==> config.mk <==
export PLATFORM = sky130hd
export DESIGN_NAME = operandCapture
export DESIGN_NICKNAME = d
export VERILOG_FILES = /design/src/rsPkg.sv /design/src/operandCapture.sv
export SDC_FILE = /design/constraint.sdc
export NUM_CORES = 1
export LEC_CHECK = 0
export ABC_CLOCK_PERIOD_IN_PS = 2300
export BUFFER_PORTS_ARGS = -buffer_cell sky130_fd_sc_hd__buf_2
export CORE_AREA = 2 2 117 119
export DETAILED_ROUTE_END_ITERATION = 16
export DIE_AREA = 0 0 119 121
export SYNTH_ARGS = -nofsm -noshare
export SYNTH_HDL_FRONTEND = slang
export SYNTH_SLANG_ARGS = --single-unit
==> constraint.sdc <==
create_clock -name vclk -period 2.3
set_clock_uncertainty 0.2 [all_clocks]
set_input_delay 0.115 -clock vclk [all_inputs]
set_output_delay 0.115 -clock vclk [all_outputs]
set_load 0.01 [all_outputs]
==> src/rsPkg.sv <==
`default_nettype none

package rsPkg;

    localparam int kTagWidth = 6;
    localparam int kDataWidth = 32;
    localparam int kAluOpWidth = 4;
    localparam int kEntries = 16;
    localparam int kEntryIdxWidth = 4;
    localparam int kBuses = 4;

    // lower bus index wins when buses share a tag
    localparam int kBusAlu = 0;
    localparam int kBusMul = 1;
    localparam int kBusDiv = 2;
    localparam int kBusLoad = 3;

    typedef logic [kTagWidth-1:0] tagT;
    typedef logic [kDataWidth-1:0] dataT;
    typedef logic [kAluOpWidth-1:0] aluOpT;
    typedef logic [kEntries-1:0] entryMaskT;
    typedef logic [kEntryIdxWidth-1:0] entryIdxT;

    // a zero mask returns index 0
    function automatic entryIdxT lowestSetIndex(input entryMaskT mask);
        entryIdxT idx;
        idx = '0;
        for (int i = kEntries - 1; i >= 0; i--) begin
            if (mask[i]) begin
                idx = entryIdxT'(i);
            end
        end
        return idx;
    endfunction

    // returns {hit, data} for the highest priority bus carrying tag
    function automatic logic [kDataWidth:0] busLookup(
        input tagT tag,
        input logic [kBuses-1:0] valid,
        input tagT tags [kBuses],
        input dataT data [kBuses]
    );
        logic [kBuses-1:0] hit;
        logic [kDataWidth:0] res;
        for (int b = 0; b < kBuses; b++) begin
            hit[b] = valid[b] && (tags[b] == tag);
        end
        if (hit[kBusAlu]) begin
            res = {1'b1, data[kBusAlu]};
        end else if (hit[kBusMul]) begin
            res = {1'b1, data[kBusMul]};
        end else if (hit[kBusDiv]) begin
            res = {1'b1, data[kBusDiv]};
        end else if (hit[kBusLoad]) begin
            res = {1'b1, data[kBusLoad]};
        end else begin
            res = '0;
        end
        return res;
    endfunction

endpackage

`default_nettype wire

==> src/operandCapture.sv <==
`timescale 1ns/1ps
`default_nettype none

module operandCapture (
    input  rsPkg::tagT               src1Tag,
    input  rsPkg::tagT               src2Tag,
    input  rsPkg::dataT              src1Data,
    input  rsPkg::dataT              src2Data,
    input  logic                     src1Ready,
    input  logic                     src2Ready,
    input  logic [rsPkg::kBuses-1:0] resultValid,
    input  rsPkg::tagT               resultTag [rsPkg::kBuses],
    input  rsPkg::dataT              resultData [rsPkg::kBuses],
    output rsPkg::dataT              cap1Data,
    output rsPkg::dataT              cap2Data,
    output logic                     cap1Ready,
    output logic                     cap2Ready
);
    import rsPkg::*;

    logic [kDataWidth:0] look1;
    logic [kDataWidth:0] look2;
    logic                bypass1;
    logic                bypass2;

    // same-cycle broadcast seen at dispatch
    assign look1 = busLookup(src1Tag, resultValid, resultTag, resultData);
    assign look2 = busLookup(src2Tag, resultValid, resultTag, resultData);

    // only a waiting source takes the bus value
    assign bypass1 = !src1Ready && look1[kDataWidth];
    assign bypass2 = !src2Ready && look2[kDataWidth];

    always_comb begin
        cap1Ready = src1Ready;
        cap1Data = src1Data;
        if (bypass1) begin
            cap1Ready = 1'b1;
            cap1Data = look1[kDataWidth-1:0];
        end
    end

    always_comb begin
        cap2Ready = src2Ready;
        cap2Data = src2Data;
        if (bypass2) begin
            cap2Ready = 1'b1;
            cap2Data = look2[kDataWidth-1:0];
        end
    end

endmodule

`default_nettype wire

==> flow_summary_export.csv <==
group,metric,value,unit
drt,first_iter_violations,471,
die,die_h,121,um
worst_setup_path,cp-end-kind,"primary output",
worst_setup_path,critical_path.max_fanout,8,
sta,period_share,103,%
power,power.density,138,nW/um2
yosys,synth_top_cell_by_area,"nand2_1",
power,power,0.930,mW
final_layout,utilization,51.5,%
outcome,violations,"setup timing",
global_route,first_global_vias,5391,
yosys,synth_commonest_cells,"131 x nand2_1, 71 x nor2_1, 64 x o31ai_1",
drt,ant_nets,0,
run,maxCapViolations,0,
global_route,track_usage,22.3,%
final_layout,antenna-diode-count,0,
min_path,worstHoldPathType,"input port to primary output",
yosys,synthCells,565,
sta,period_minus_slack,2.38,ns
drt,vias,5833,
sta,setup-violations-final,31,
final_layout,nClkBuffers,0,
yosys,synth.most_common_cell,"nand2_1",
die,fp.dieW,119,um
worst_setup_path,cp.arrival,2.07,ns
drt,wl_per_cell,18.8,um
yosys,syn_area_per_cell,5.76,um2
worst_setup_path,startpoint_type,"input port",
drt,routed_via_density,5.41,
global_route,grt_pass1_wl,26.7,mm
place,gp_congestion,0.907,
die,rows,42,
worst_setup_path,criticalPathCategory,"input port to primary output",
final_layout,fin_nets,1138,
yosys,yosysUniqueCellTypes,28,
die,dieArea,14400,um2
final_layout,seq_cell_count,0,
cts,holdBufCountCts,0,
power,leakage,3.20,nW
place,dpl.hpwl,13.6,mm
final_layout,register_area,0,um2
sta,holdWs,0.310,ns
final_layout,stdcell_count,1078,
power,ir_drop,0.000102,V
worst_setup_path,required,1.99,ns
drt,drt-total-wl,20.3,mm
die,coreArea,13100,um2
sta,worst_pin_slew,0.365,ns
global_route,grt_max_degree,35,
place,dpl_worst_slack,-0.195,ns
place,portBuffers,300,
die,io-pin-count,300,
yosys,synth.cell_area,3250,um2
final_layout,syn_to_final_growth,107,%
sta,timing.fmax,420,MHz
yosys,ys_seq_area_share,0,%
yosys,yosys.area.top_type_share,15.1,%
sta,max_slew_margin,75.4,%
global_route,antenna_found_initial,0,
final_layout,drive_above_1_share,56.2,%
sta,hold_viol,0,
yosys,synth.area.top_cells,"nand2_1 15%, o31ai_1 15%, a221oi_1 8.6%, o221ai_1 8.6%, nor2_1 8.2%",
sta,fin_ws,-0.0804,ns
yosys,synth_warnings,0,
sta,rsz0062_at_grt,"true",
outcome,status,"finished with violations",
die,start_util,24.9,%
place,dpl.cell_count,1041,
sta,finalMaxSlewViolations,0,
global_route,gr-total-overflow,0,
drt,drt_first_pass_iters,5,
drt,drc,0,
yosys,syn_nets,799,
per-stage QoR:
step,instance area [um2],setup TNS (ns)
after floorplan,3250,0
after global placement,5270,-4.10
after detailed placement,5270,-4.54
after CTS,5490,-0.0985
after global routing,6730,-5.78
final,6730,-1.17
cell usage in the layout, fill, tap and decap left out, types with 3 or more instances in the layout:
cell type    n
o21ai_1      3
clkbuf_16   11
xnor2_1     20
nor2_1      68
or3_4        3
a221oi_4    10
o31ai_1     48
xor2_2       3
o31ai_2     13
buf_6       22
buf_4       54
o221ai_1    21
a221oi_1     5
nand4_1      7
and2_1      23
xor2_1      14
nand2_1    131
nor3_2       3
o31ai_4      3
a21oi_1     14
inv_1       11
xnor2_2     10
buf_8        8
o221ai_2    11
a21oi_2     16
a221oi_2    17
buf_12      13
o21ai_0     25
o21ai_2      3
buf_2      287
metal layers:
metal,part of all wire [%],track usage (%)
met3,7.6,2.91
met1,40,27.9
met2,50,40.4
met4,2.4,5.43
met5,0,0
path summary, 6_finish.rpt:
| kind | start | end | slack (ns) | cells after the start |
|---|---|---|---|---|
| worst max-delay path | src2Tag[1] | cap2Data[18] | -0.08 | 11 |
| worst min-delay path | src2Data[21] | cap2Data[21] | 0.31 | 4 |
critical path: stages:
cell       delay (ns)
buf_8            0.10
xnor2_2          0.17
nand4_1          0.16
or3_4            0.45
nor3_4           0.23
buf_12           0.15
buf_12           0.10
clkbuf_16        0.15
a21oi_1          0.07
o31ai_1          0.19
buf_2            0.17
cell families after synthesis:
kind of cell,synth area share [%]
buffers and inverters,9.85
xor gates and xnor gates,12.9
and+or+nand+nor,33.4
AOI/OAI and AO/OA,43.8
report_power, final:
group	internal, mW	total (mW)	switching (mW)
sequential	0	0	0
clock	0	0	0
combinational	0.450	0.930	0.481
repair_timing:
item                                    4_1_cts  5_1_grt
endpoints found under the setup margin       54       64
gates cloned                                  3       12
buffers inserted                             12       11
resized for setup                            24      171
pin swaps                                    12       75
final cells by class:
cell class	instances	area (um2)
Timing Repair Buffer	395	2750
Tap cell	176	220
Inverter	11	41.3
Fill cell	1304	6350
Multi-Input combinational cell	496	3730
Power figures use the tool's default switching activity.
