$ cat config.mk
export PLATFORM = sky130hd
export DESIGN_NAME = issueSelect
export DESIGN_NICKNAME = d
export VERILOG_FILES = /design/src/rsPkg.sv /design/src/issueSelect.sv
export SDC_FILE = /design/constraint.sdc
export NUM_CORES = 1
export LEC_CHECK = 0
export ABC_AREA = 1
export BUFFER_PORTS_ARGS = -buffer_cell sky130_fd_sc_hd__buf_2
export CAP_MARGIN = 20
export CORE_AREA = 5 5 724 726
export CTS_BUF_LIST = sky130_fd_sc_hd__clkbuf_4 sky130_fd_sc_hd__clkbuf_8
export DETAILED_ROUTE_END_ITERATION = 8
export DIE_AREA = 0 0 729 731
export GPL_TIMING_DRIVEN = 0
export PLACE_DENSITY = 0.3
export SLEW_MARGIN = 20
export SYNTH_ARGS = -nofsm -noshare
export SYNTH_HDL_FRONTEND = slang
export SYNTH_SLANG_ARGS = --single-unit
$ cat constraint.sdc
create_clock -name clk -period 4.4 [get_ports clk]
set_input_delay 1.1 -clock clk [delete_from_list [all_inputs] [get_ports clk]]
set_output_delay 1.1 -clock clk [all_outputs]
set_load 0.05 [all_outputs]
$ cat src/rsPkg.sv
`default_nettype none

package rsPkg;

    localparam int kTagWidth = 6;
    localparam int kDataWidth = 32;
    localparam int kAluOpWidth = 4;
    localparam int kEntries = 16;
    localparam int kEntryIdxWidth = 4;
    localparam int kBuses = 4;

    // lower bus index wins when buses share a tag
    localparam int kBusAlu = 0;
    localparam int kBusMul = 1;
    localparam int kBusDiv = 2;
    localparam int kBusLoad = 3;

    typedef logic [kTagWidth-1:0] tagT;
    typedef logic [kDataWidth-1:0] dataT;
    typedef logic [kAluOpWidth-1:0] aluOpT;
    typedef logic [kEntries-1:0] entryMaskT;
    typedef logic [kEntryIdxWidth-1:0] entryIdxT;

    // a zero mask returns index 0
    function automatic entryIdxT lowestSetIndex(input entryMaskT mask);
        entryIdxT idx;
        idx = '0;
        for (int i = kEntries - 1; i >= 0; i--) begin
            if (mask[i]) begin
                idx = entryIdxT'(i);
            end
        end
        return idx;
    endfunction

    // returns {hit, data} for the highest priority bus carrying tag
    function automatic logic [kDataWidth:0] busLookup(
        input tagT tag,
        input logic [kBuses-1:0] valid,
        input tagT tags [kBuses],
        input dataT data [kBuses]
    );
        logic [kBuses-1:0] hit;
        logic [kDataWidth:0] res;
        for (int b = 0; b < kBuses; b++) begin
            hit[b] = valid[b] && (tags[b] == tag);
        end
        if (hit[kBusAlu]) begin
            res = {1'b1, data[kBusAlu]};
        end else if (hit[kBusMul]) begin
            res = {1'b1, data[kBusMul]};
        end else if (hit[kBusDiv]) begin
            res = {1'b1, data[kBusDiv]};
        end else if (hit[kBusLoad]) begin
            res = {1'b1, data[kBusLoad]};
        end else begin
            res = '0;
        end
        return res;
    endfunction

endpackage

`default_nettype wire

$ cat src/issueSelect.sv
`timescale 1ns/1ps
`default_nettype none

module issueSelect (
    input  logic             clk,
    input  logic             reset,
    input  rsPkg::entryMaskT busy,
    input  rsPkg::entryMaskT src1Ok,
    input  rsPkg::entryMaskT src2Ok,
    input  rsPkg::entryMaskT entLoad,
    input  rsPkg::tagT       entDest [rsPkg::kEntries],
    input  rsPkg::aluOpT     entAluOp [rsPkg::kEntries],
    input  rsPkg::dataT      entImm [rsPkg::kEntries],
    input  rsPkg::dataT      entSrc1 [rsPkg::kEntries],
    input  rsPkg::dataT      entSrc2 [rsPkg::kEntries],
    output rsPkg::entryMaskT issueGrant,
    output logic             issueValid,
    output logic             issueToMem,
    output rsPkg::tagT       issueDest,
    output rsPkg::aluOpT     issueAluOp,
    output rsPkg::dataT      issueImm,
    output rsPkg::dataT      issueSrc1,
    output rsPkg::dataT      issueSrc2
);
    import rsPkg::*;

    entryMaskT readyMask;
    entryIdxT  pick;
    logic      anyReady;

    assign readyMask = busy & src1Ok & src2Ok;
    assign anyReady = |readyMask;
    assign pick = lowestSetIndex(readyMask); // lowest index first, not oldest
    assign issueGrant = anyReady ? (entryMaskT'(1) << pick) : '0;

    always_ff @(posedge clk or posedge reset) begin
        if (reset) begin
            issueValid <= 1'b0;
            issueToMem <= 1'b0;
            issueDest <= '0;
            issueAluOp <= '0;
            issueImm <= '0;
            issueSrc1 <= '0;
            issueSrc2 <= '0;
        end else begin
            issueValid <= anyReady;
            if (anyReady) begin
                issueToMem <= entLoad[pick]; // load goes to memory path
                issueDest <= entDest[pick];
                issueAluOp <= entAluOp[pick];
                issueImm <= entImm[pick];
                issueSrc1 <= entSrc1[pick];
                issueSrc2 <= entSrc2[pick];
            end
        end
    end

endmodule

`default_nettype wire

==> flow_summary.yaml, run 1 <==
yosys:
  synth.most_common_cell: "nand2_1"
  yosysTopAreaCellShare: 0.203
  synth_edf_count: 0
  async_reset_ff_frac: 1.00
  syn-num-nets: 5809
  synth_top_area_cell: "nand3_1"
  syn_avg_cell_area_sq_um: 4.82
  synth_common_cells: "nand2_1 (983), nand3_1 (791), inv_1 (710), nor2_1 (581), o21ai_0 (411)"
  synth_cells: 4047
  ys.flop_type: "dfrtp_1"
  synth_area_sq_um: 19500
  ys_types: 22
  synthTopCellsByArea: "nand3_1 (20%), nand2_1 (19%), dfrtp_1 (14%), inv_1 (14%), nor2_1 (11%)"
  ys_ff_latch: 108
  yosysSeqAreaShare: 0.139
  synth_warnings: 0
clock_network:
  clk_pin_slew_ns: 0.18
  clk_path_buf_depth: 3
  hold_buffers: 0
  cts-root-buf: "clkbuf_8"
  htreeDepth: 3
  clkLatencyLatePin_ns: 0.67
  cts_buffers: 13
  tritoncts: "yes"
  cts_sinks: 108
hold_path:
  min_path_type: "primary input to async pin"
drt:
  routed_via_density: 2.97
  wl_met2_um: 241000
  wl_um: 509000
  drt_iter0_markers: 3671
  wl_per_cell_um: 38.5
  vias: 39200
  wl_met3_um: 43500
  top_layer: "met5"
  drcViolationCount: 0
  antenna_left: 7
  firstDrtPassIters: 5
  met1_length_um: 209000
pwr:
  p_leak_nw: 20.1
  vdd_ir_drop_max_uv: 183
  powerDensity_nw_per_um2: 329
die:
  die_area_sq_um: 533000
  rows: 264
  die_h_um: 731
  io_pins: 1886
  die_w_um: 729
  coreArea_sq_um: 516000
  start_util: 0.0378
finish:
  finish.utilization: 0.0800
  fillCellCount: 62300
  fin_nets: 7807
  drive_above_1_share: 0.378
  areaGrowthSynthToFinish_pct: 112
global_route:
  grt_pass1_vias: 37500
  grt_start_max_net_pins: 54
  grtUsageTotal: 0.182
  antenna_found_initial: 516
  grt-ovfl-total: 0
  grt_pass1_wl_um: 584000
setup_path:
  cp-end-kind: "output port"
  start_kind: "primary input"
  crit_start: "busy[14]"
  required_ns: 3.30
  worst_path_max_delay_cell: "nor3_4"
  path_cells: "buf_6 -> nand3_4 -> nand2_1 -> nand2_1 -> nand2_1 -> nand2_1 -> nand2_1 -> nand2_1 -> nand2_1 -> nand2_1 -> nand2_1 -> nand2_1 -> nand2_2 -> nand2_8 -> nand2_8 -> nand2_8 -> buf_12 -> a21oi_4 -> buf_12 -> buf_16 -> clkinvlp_4 -> nor3_4 -> buf_6"
  regToRegStartpoint: "issueSrc2[29]"
  worstPathArrival_ns: 3.42
  path_class: "primary input to output port"
  cp_max_fo: 3
  crit_top_cell: "nand2_1"
  cp_top_family: "simple AND/OR/NAND/NOR gates"
  worst-path-buf-inv: 6
  slowest_delay_ns: 0.22
  reg2reg_slack_ns: 3.64
timing:
  rsz0062_at_grt: "true"
  period_needed_ns: 4.52
  final_max_slew_viol_count: 0
  tns_ns: -0.423
  max_freq_mhz: 221
  worst_pin_slew_ns: 1.23
  setup-violations-final: 8
  finalWorstSetupSlack_ns: -0.125
  post-route-period-util: 1.03
  hold_violations: 0
  finClkSkew_ns: 0
  relSlewSlack: 0.182
run:
  maxCapViolCount: 0
placement:
  place_congestion: 0.932
  dpl_worst_slack_ns: -2.39
  dp_hpwl_um: 456000
  portBuffers: 1885
status:
  violations: "antenna violations, negative setup slack"
  status: "finished with violations"
==> cell families after synthesis <==
kind of cell,after synthesis,share of synthesized area
buffers and inverters,986,0.200
DFF,108,0.139
AOI/OAI and AO/OA,558,0.144
and+or+nand+nor,2395,0.517
==> per-stage QoR <==
step | area (sq um) | cells | hold WS [ns] | total power, mW
CTS | 40500 | 13000 | 0.204 | 14.2
finish | 41300 | 13200 | 0.345 | 13.6
global route | 40900 | 13100 | 0.251 | 14.4
global placement | 37700 | 12800 | 0.462 | 12.2
detailed placement | 39500 | 12900 | 0.466 | 12.6
floorplan | 19600 | 4047 | 0.760 | 5.24
==> sequential cells by signal, indices dropped and copies added (netlist names) <==
| signal | flops |
|---|---|
| issueAluOp | 4 |
| issueToMem | 1 |
| issueImm | 32 |
| issueValid | 1 |
| issueSrc2 | 32 |
| issueDest | 6 |
| issueSrc1 | 32 |
==> cells in the final DEF (no fill, tap or decap), drive strengths merged <==
cell type / instances
buf: 2115
nand2: 987
nand3: 791
inv: 707
nor2: 582
o21ai: 412
diode: 260
clkbuf: 158
a21oi: 143
dfrtp: 108
nand4: 19
nor3: 15
clkinvlp: 5
o31ai: 1
nand3b: 1
a31oi: 1
o21bai: 1
bufinv: 1
==> per-layer routing <==
layer  vias to the layer above  global-route usage
li1                      16900                   -
met1                     18500               0.225
met2                      2883               0.313
met3                       757              0.0526
met4                       170              0.0388
met5                         -                   0
==> worst paths after layout <==
path                                  end  cells past startpoint
max                        issueGrant[12]                     23
min                          issueImm[23]                      2
max reg2reg                 issueSrc2[29]                      2
min reg2reg                 issueSrc2[17]                      2
max in group asynchronous   issueSrc1[14]                      3
min in group clk            issueSrc2[17]                      2
==> power by group <==
| part | switching, mW | leakage (nW) | internal (mW) | total, mW |
|---|---|---|---|---|
| combinational | 8.51 | 18.7 | 2.44 | 10.9 |
| sequential | 0.188 | 1.30 | 1.31 | 1.50 |
| clock | 0.773 | 0.117 | 0.355 | 1.13 |
| total | 9.47 | 20.1 | 4.10 | 13.6 |
==> final cells by class <==
| class | instances | area (sq um) | share of cell area |
|---|---|---|---|
| Timing Repair Buffer | 1986 | 11500 | 0.278 |
| Antenna cell | 260 | 651 | 0.0158 |
| Sequential cell | 108 | 2700 | 0.0655 |
| Clock inverter | 3 | 45.0 | 0.00109 |
| Inverter | 710 | 2690 | 0.0651 |
| Multi-Input combinational cell | 2953 | 13300 | 0.321 |
| Buffer | 273 | 1600 | 0.0387 |
| Tap cell | 6916 | 8650 | 0.210 |
| Clock buffer | 14 | 193 | 0.00467 |
==> repair_timing <==
action                     in CTS  in global routing
resized for setup             125                 33
pin swaps                      14                 10
setup buffers                  33                  3
setup endpoints to repair     122                 46
Power figures use the tool's default switching activity.
==> run 2: changes to the inputs <==
- clock period: 4.4 -> 5.2 ns (I/O delays scaled with it)
==> flow_summary.yaml, run 2 (same netlist as run 1, synthesis figures left out) <==
status:
  status: "complete, no violations"
drt:
  antenna_left: 0
  firstDrtPassIters: 6
  wl_per_cell_um: 38.3
  drt_iter0_markers: 3171
  drcViolationCount: 0
  vias: 39200
  wl_um: 509000
  routed_via_density: 2.94
global_route:
  grt_pass1_wl_um: 583000
  grt-ovfl-total: 0
  grt_start_max_net_pins: 53
  grtUsageTotal: 0.182
  grt_pass1_vias: 37200
  antenna_found_initial: 552
finish:
  top_regs: "issueImm (32), issueSrc1 (32), issueSrc2 (32)"
  fin_nets: 7806
  mostFrequentLayoutCell: "buf_2"
  finish.utilization: 0.0797
  areaGrowthSynthToFinish_pct: 111
  final_cell_mix: "buf_2 (1962), nand2_1 (981), nand3_1 (786)"
  fillCellCount: 62400
  regArea_sq_um: 2700
  drive_above_1_share: 0.373
  multi_input_area_sq_um: 13100
timing:
  finClkSkew_ns: 0
  hold_violations: 0
  setup-violations-final: 0
  rsz0062_at_grt: "false"
  relSlewSlack: 0.0447
  finalWorstSetupSlack_ns: 0.106
  period_needed_ns: 5.09
  worst_pin_slew_ns: 1.42
  max_freq_mhz: 196
  final_max_slew_viol_count: 0
  post-route-period-util: 0.980
run:
  maxCapViolCount: 0
setup_path:
  worst-path-buf-inv: 6
  slowest_delay_ns: 0.25
  required_ns: 3.90
  reg2reg_slack_ns: 4.43
  worst_path_max_delay_cell: "nor3_4"
  crit_top_cell: "nand2_1"
  start_kind: "primary input"
  cp_max_fo: 4
  reg2reg_depth: 2
  r2r-end: "issueImm[12]"
  regToRegStartpoint: "issueImm[12]"
  cp-end-kind: "output port"
  worstPathArrival_ns: 3.79
  cp_top_family: "simple AND/OR/NAND/NOR gates"
  path_class: "primary input to output port"
clock_network:
  htreeDepth: 3
  clk_path_buf_depth: 3
  cts_sinks: 108
  cts-root-buf: "clkbuf_8"
  clk_pin_slew_ns: 0.20
  clkLatencyLatePin_ns: 0.70
  cts_buffers: 13
  tritoncts: "yes"
placement:
  place_congestion: 0.889
  dp_hpwl_um: 459000
  dpl_worst_slack_ns: -1.89
  portBuffers: 1885
pwr:
  p_leak_nw: 20.0
  p_total_mw: 11.5
  vdd_ir_drop_max_uv: 155
  powerDensity_nw_per_um2: 279
die:
  die_w_um: 729
  coreArea_sq_um: 516000
  start_util: 0.0378
  die_area_sq_um: 533000
  io_pins: 1886
  die_h_um: 731
  rows: 264
hold_path:
  min_path_type: "register to register"
  hp-start: "issueSrc1[14]"
  min_to: "issueSrc1[14]"
  hold_depth: 2
## run 2: power breakdown
| part | internal, mW | leakage (nW) | switching (mW) | total, mW |
|---|---|---|---|---|
| clock network | 0.287 | 0.118 | 0.679 | 0.966 |
| registers | 1.11 | 1.30 | 0.166 | 1.28 |
| logic | 2.04 | 18.6 | 7.21 | 9.24 |
## run 2: worst reg2reg max path, delay by kind of cell, from the launching register on
family	cells	cell delay [ns]
flops	1	0.40
simple gates	2	0.25
## run 2: final cells by class
class                      instances  area share
multi-input combinational       2953       0.319
timing repair buffer            1986       0.277
tap                             6916       0.210
sequential                       108      0.0657
inverter                         710      0.0652
buffer                           272      0.0357
antenna                          349      0.0212
clock buffer                      13     0.00435
clock inverter                     4     0.00125
## run 2: worst max-delay path by stage
| stage | cells past startpoint | start | slack, ns | endpoint |
|---|---|---|---|---|
| 6_report | 25 | busy[15] | 0.11 | issueGrant[13] |
| 3_3_place_gp | 12 | busy[2] | -5.65 | issueSrc2[7] |
| 5_1_grt | 25 | busy[15] | 0.0002 | issueGrant[13] |
| 3_5_place_dp | 15 | busy[2] | -1.89 | issueImm[16] |
| 2_1_floorplan | 22 | busy[15] | -0.05 | issueGrant[13] |
| 4_1_cts | 25 | busy[15] | 0.0007 | issueGrant[9] |
## run 2: timing repair
item | 4_1_cts | 5_1_grt
hold buffers | 0 | 0
pin swaps | 5 | 3
gates resized for setup | 54 | 14
setup endpoints to repair | 111 | 19
buffers inserted | 16 | 11
## run 2: metal layers
layer | vias to the layer above | GRT usage | wire [um]
met5 | - | 0 | 1190
met4 | 180 | 0.0392 | 13700
met3 | 774 | 0.0583 | 45900
met2 | 2714 | 0.313 | 242000
met1 | 18500 | 0.221 | 206000
li1 | 17000 | - | -
## run 2: through the flow
step | setup TNS, ns | cell area, sq um | std cells | hold slack [ns]
CTS | 0 | 40100 | 13000 | 0.450
global placement | -885.30 | 37600 | 12800 | 0.470
floorplan | -0.209 | 19500 | 4047 | 0.760
global route | 0 | 40800 | 13200 | 0.495
finish | 0 | 41100 | 13300 | 0.507
detailed placement | -152.11 | 39500 | 12900 | 0.464
==> run 3: changes to the inputs <==
- CORE_AREA: 5 5 724 726 -> 3 3 743 745
- DIE_AREA: 0 0 729 731 -> 0 0 746 748
==> flow_summary.yaml, run 3 (same netlist as run 1, synthesis figures left out) <==
setup_path:
  reg2reg_slack_ns: 4.44
  reg2reg_depth: 2
  worst_path_max_delay_cell: "buf_4"
  regToRegStartpoint: "issueSrc2[9]"
  cp-end-kind: "register"
  crit_top_cell: "nand2_1"
  start_kind: "primary input"
  path_class: "primary input to register"
  r2r-end: "issueSrc2[9]"
  worstPathArrival_ns: 5.72
  required_ns: 5.79
  slowest_delay_ns: 0.56
  cp_max_fo: 10
drt:
  routed_via_density: 2.89
  drcViolationCount: 0
  firstDrtPassIters: 6
  wl_per_cell_um: 38.2
  wl_um: 517000
  antenna_left: 4
  drt_iter0_markers: 3422
  vias: 39100
global_route:
  grt_start_max_net_pins: 52
  grt-ovfl-total: 0
  grt_pass1_wl_um: 594000
  antenna_found_initial: 565
  grtUsageTotal: 0.178
  grt_pass1_vias: 36500
timing:
  period_needed_ns: 5.13
  worst_pin_slew_ns: 1.18
  final_max_slew_viol_count: 0
  hold_violations: 0
  post-route-period-util: 0.986
  max_freq_mhz: 195
  finClkSkew_ns: 0
  relSlewSlack: 0.209
  rsz0062_at_grt: "true"
  setup-violations-final: 0
clock_network:
  tritoncts: "yes"
  clkLatencyLatePin_ns: 0.72
  htreeDepth: 3
  cts_sinks: 108
  clk_path_buf_depth: 3
  clk_pin_slew_ns: 0.24
  cts_buffers: 13
  cts-root-buf: "clkbuf_8"
finish:
  mostFrequentLayoutCell: "buf_2"
  design_area_sq_um: 41500
  fillCellCount: 65700
  final_cell_mix: "buf_2 (1954), nand2_1 (979), nand3_1 (781)"
  drive_above_1_share: 0.375
  top_regs: "issueImm (32), issueSrc1 (32), issueSrc2 (32)"
  fin_nets: 7798
  areaGrowthSynthToFinish_pct: 113
placement:
  dp_hpwl_um: 468000
  place_congestion: 0.893
  placed_area_sq_um: 40100
  portBuffers: 1885
die:
  io_pins: 1886
  rows: 271
  start_util: 0.0358
  coreArea_sq_um: 545000
  die_w_um: 746
  die_area_sq_um: 558000
  die_h_um: 748
run:
  maxCapViolCount: 0
pwr:
  p_total_mw: 11.6
  vdd_ir_drop_max_uv: 191
  powerDensity_nw_per_um2: 280
  p_leak_nw: 20.0
status:
  violations: "antenna violations"
  status: "finished with violations"
hold_path:
  min_path_type: "primary input to async pin"
run 3: cell count changes in the layout (fill, tap and decap cells not counted), sizes merged:
cell | previous run | this run
clkinv | 2 | 1
buf | 2113 | 2106
clkbuf | 158 | 157
bufinv | 1 | 2
diode | 349 | 269
run 3: final cells by class:
type / instances / area, sq um / share of cell area
clock buffers: 13 / 179 / 0.00431
multi-input cells: 2953 / 13200 / 0.317
clock inverters: 4 / 72.6 / 0.00175
diodes: 269 / 673 / 0.0162
inverters: 710 / 2680 / 0.0646
flip-flops and latches: 108 / 2700 / 0.0651
repair buffers: 1983 / 11500 / 0.278
plain buffers: 267 / 1440 / 0.0348
well taps: 7234 / 9050 / 0.218
run 3: report_power, final:
part | internal [mW] | switching [mW]
logic | 2.05 | 7.28
clock network | 0.335 | 0.676
registers | 1.11 | 0.172
run 3: worst max path at each step:
stage / from / endpoint / slack (ns) / cells after the start
after floorplan: busy[15] / issueGrant[13] / -0.05 / 22
after global placement: busy[2] / issueSrc2[7] / -5.89 / 12
after detailed placement: busy[2] / issueImm[26] / -2.29 / 14
after CTS: busy[15] / issueImm[15] / -0.01 / 25
after global routing: busy[14] / issueGrant[12] / -0.02 / 22
final: busy[14] / issueImm[5] / 0.07 / 25
run 3: per-stage QoR:
stage	util	setup WS (ns)	TNS [ns]	hold WS, ns	std cells
after floorplan	-	-0.0523	-0.209	0.760	4047
after global placement	0.0697	-5.89	-886.62	0.467	13200
after detailed placement	0.0735	-2.29	-177.42	0.476	13200
after CTS	0.0747	-0.00955	-0.00955	0.328	13300
after global routing	0.0754	-0.0151	-0.0202	0.378	13400
final	0.0761	0.0716	0	0.455	13500
run 3: per-layer routing:
metal / track usage / part of all wire / vias up
met1: 0.215 / 0.41 / 18400
met4: 0.0346 / 0.024 / 206
met2: 0.301 / 0.47 / 2786
met5: 0 / 0.0033 / -
met3: 0.0653 / 0.093 / 790
li1: - / - / 16900
run 3: worst max-delay path: cells and delay by family:
family	cells	cell delay, ns
AOI/OAI and AO/OA	1	0.18
buffers and inverters	5	1.70
and+or+nand+nor	19	2.40
run 3: timing repair:
action,CTS,global route
setup buffers,15,6
hold buffers,0,0
pin swaps,4,7
resized for setup,65,19
endpoints found under the setup margin,116,37
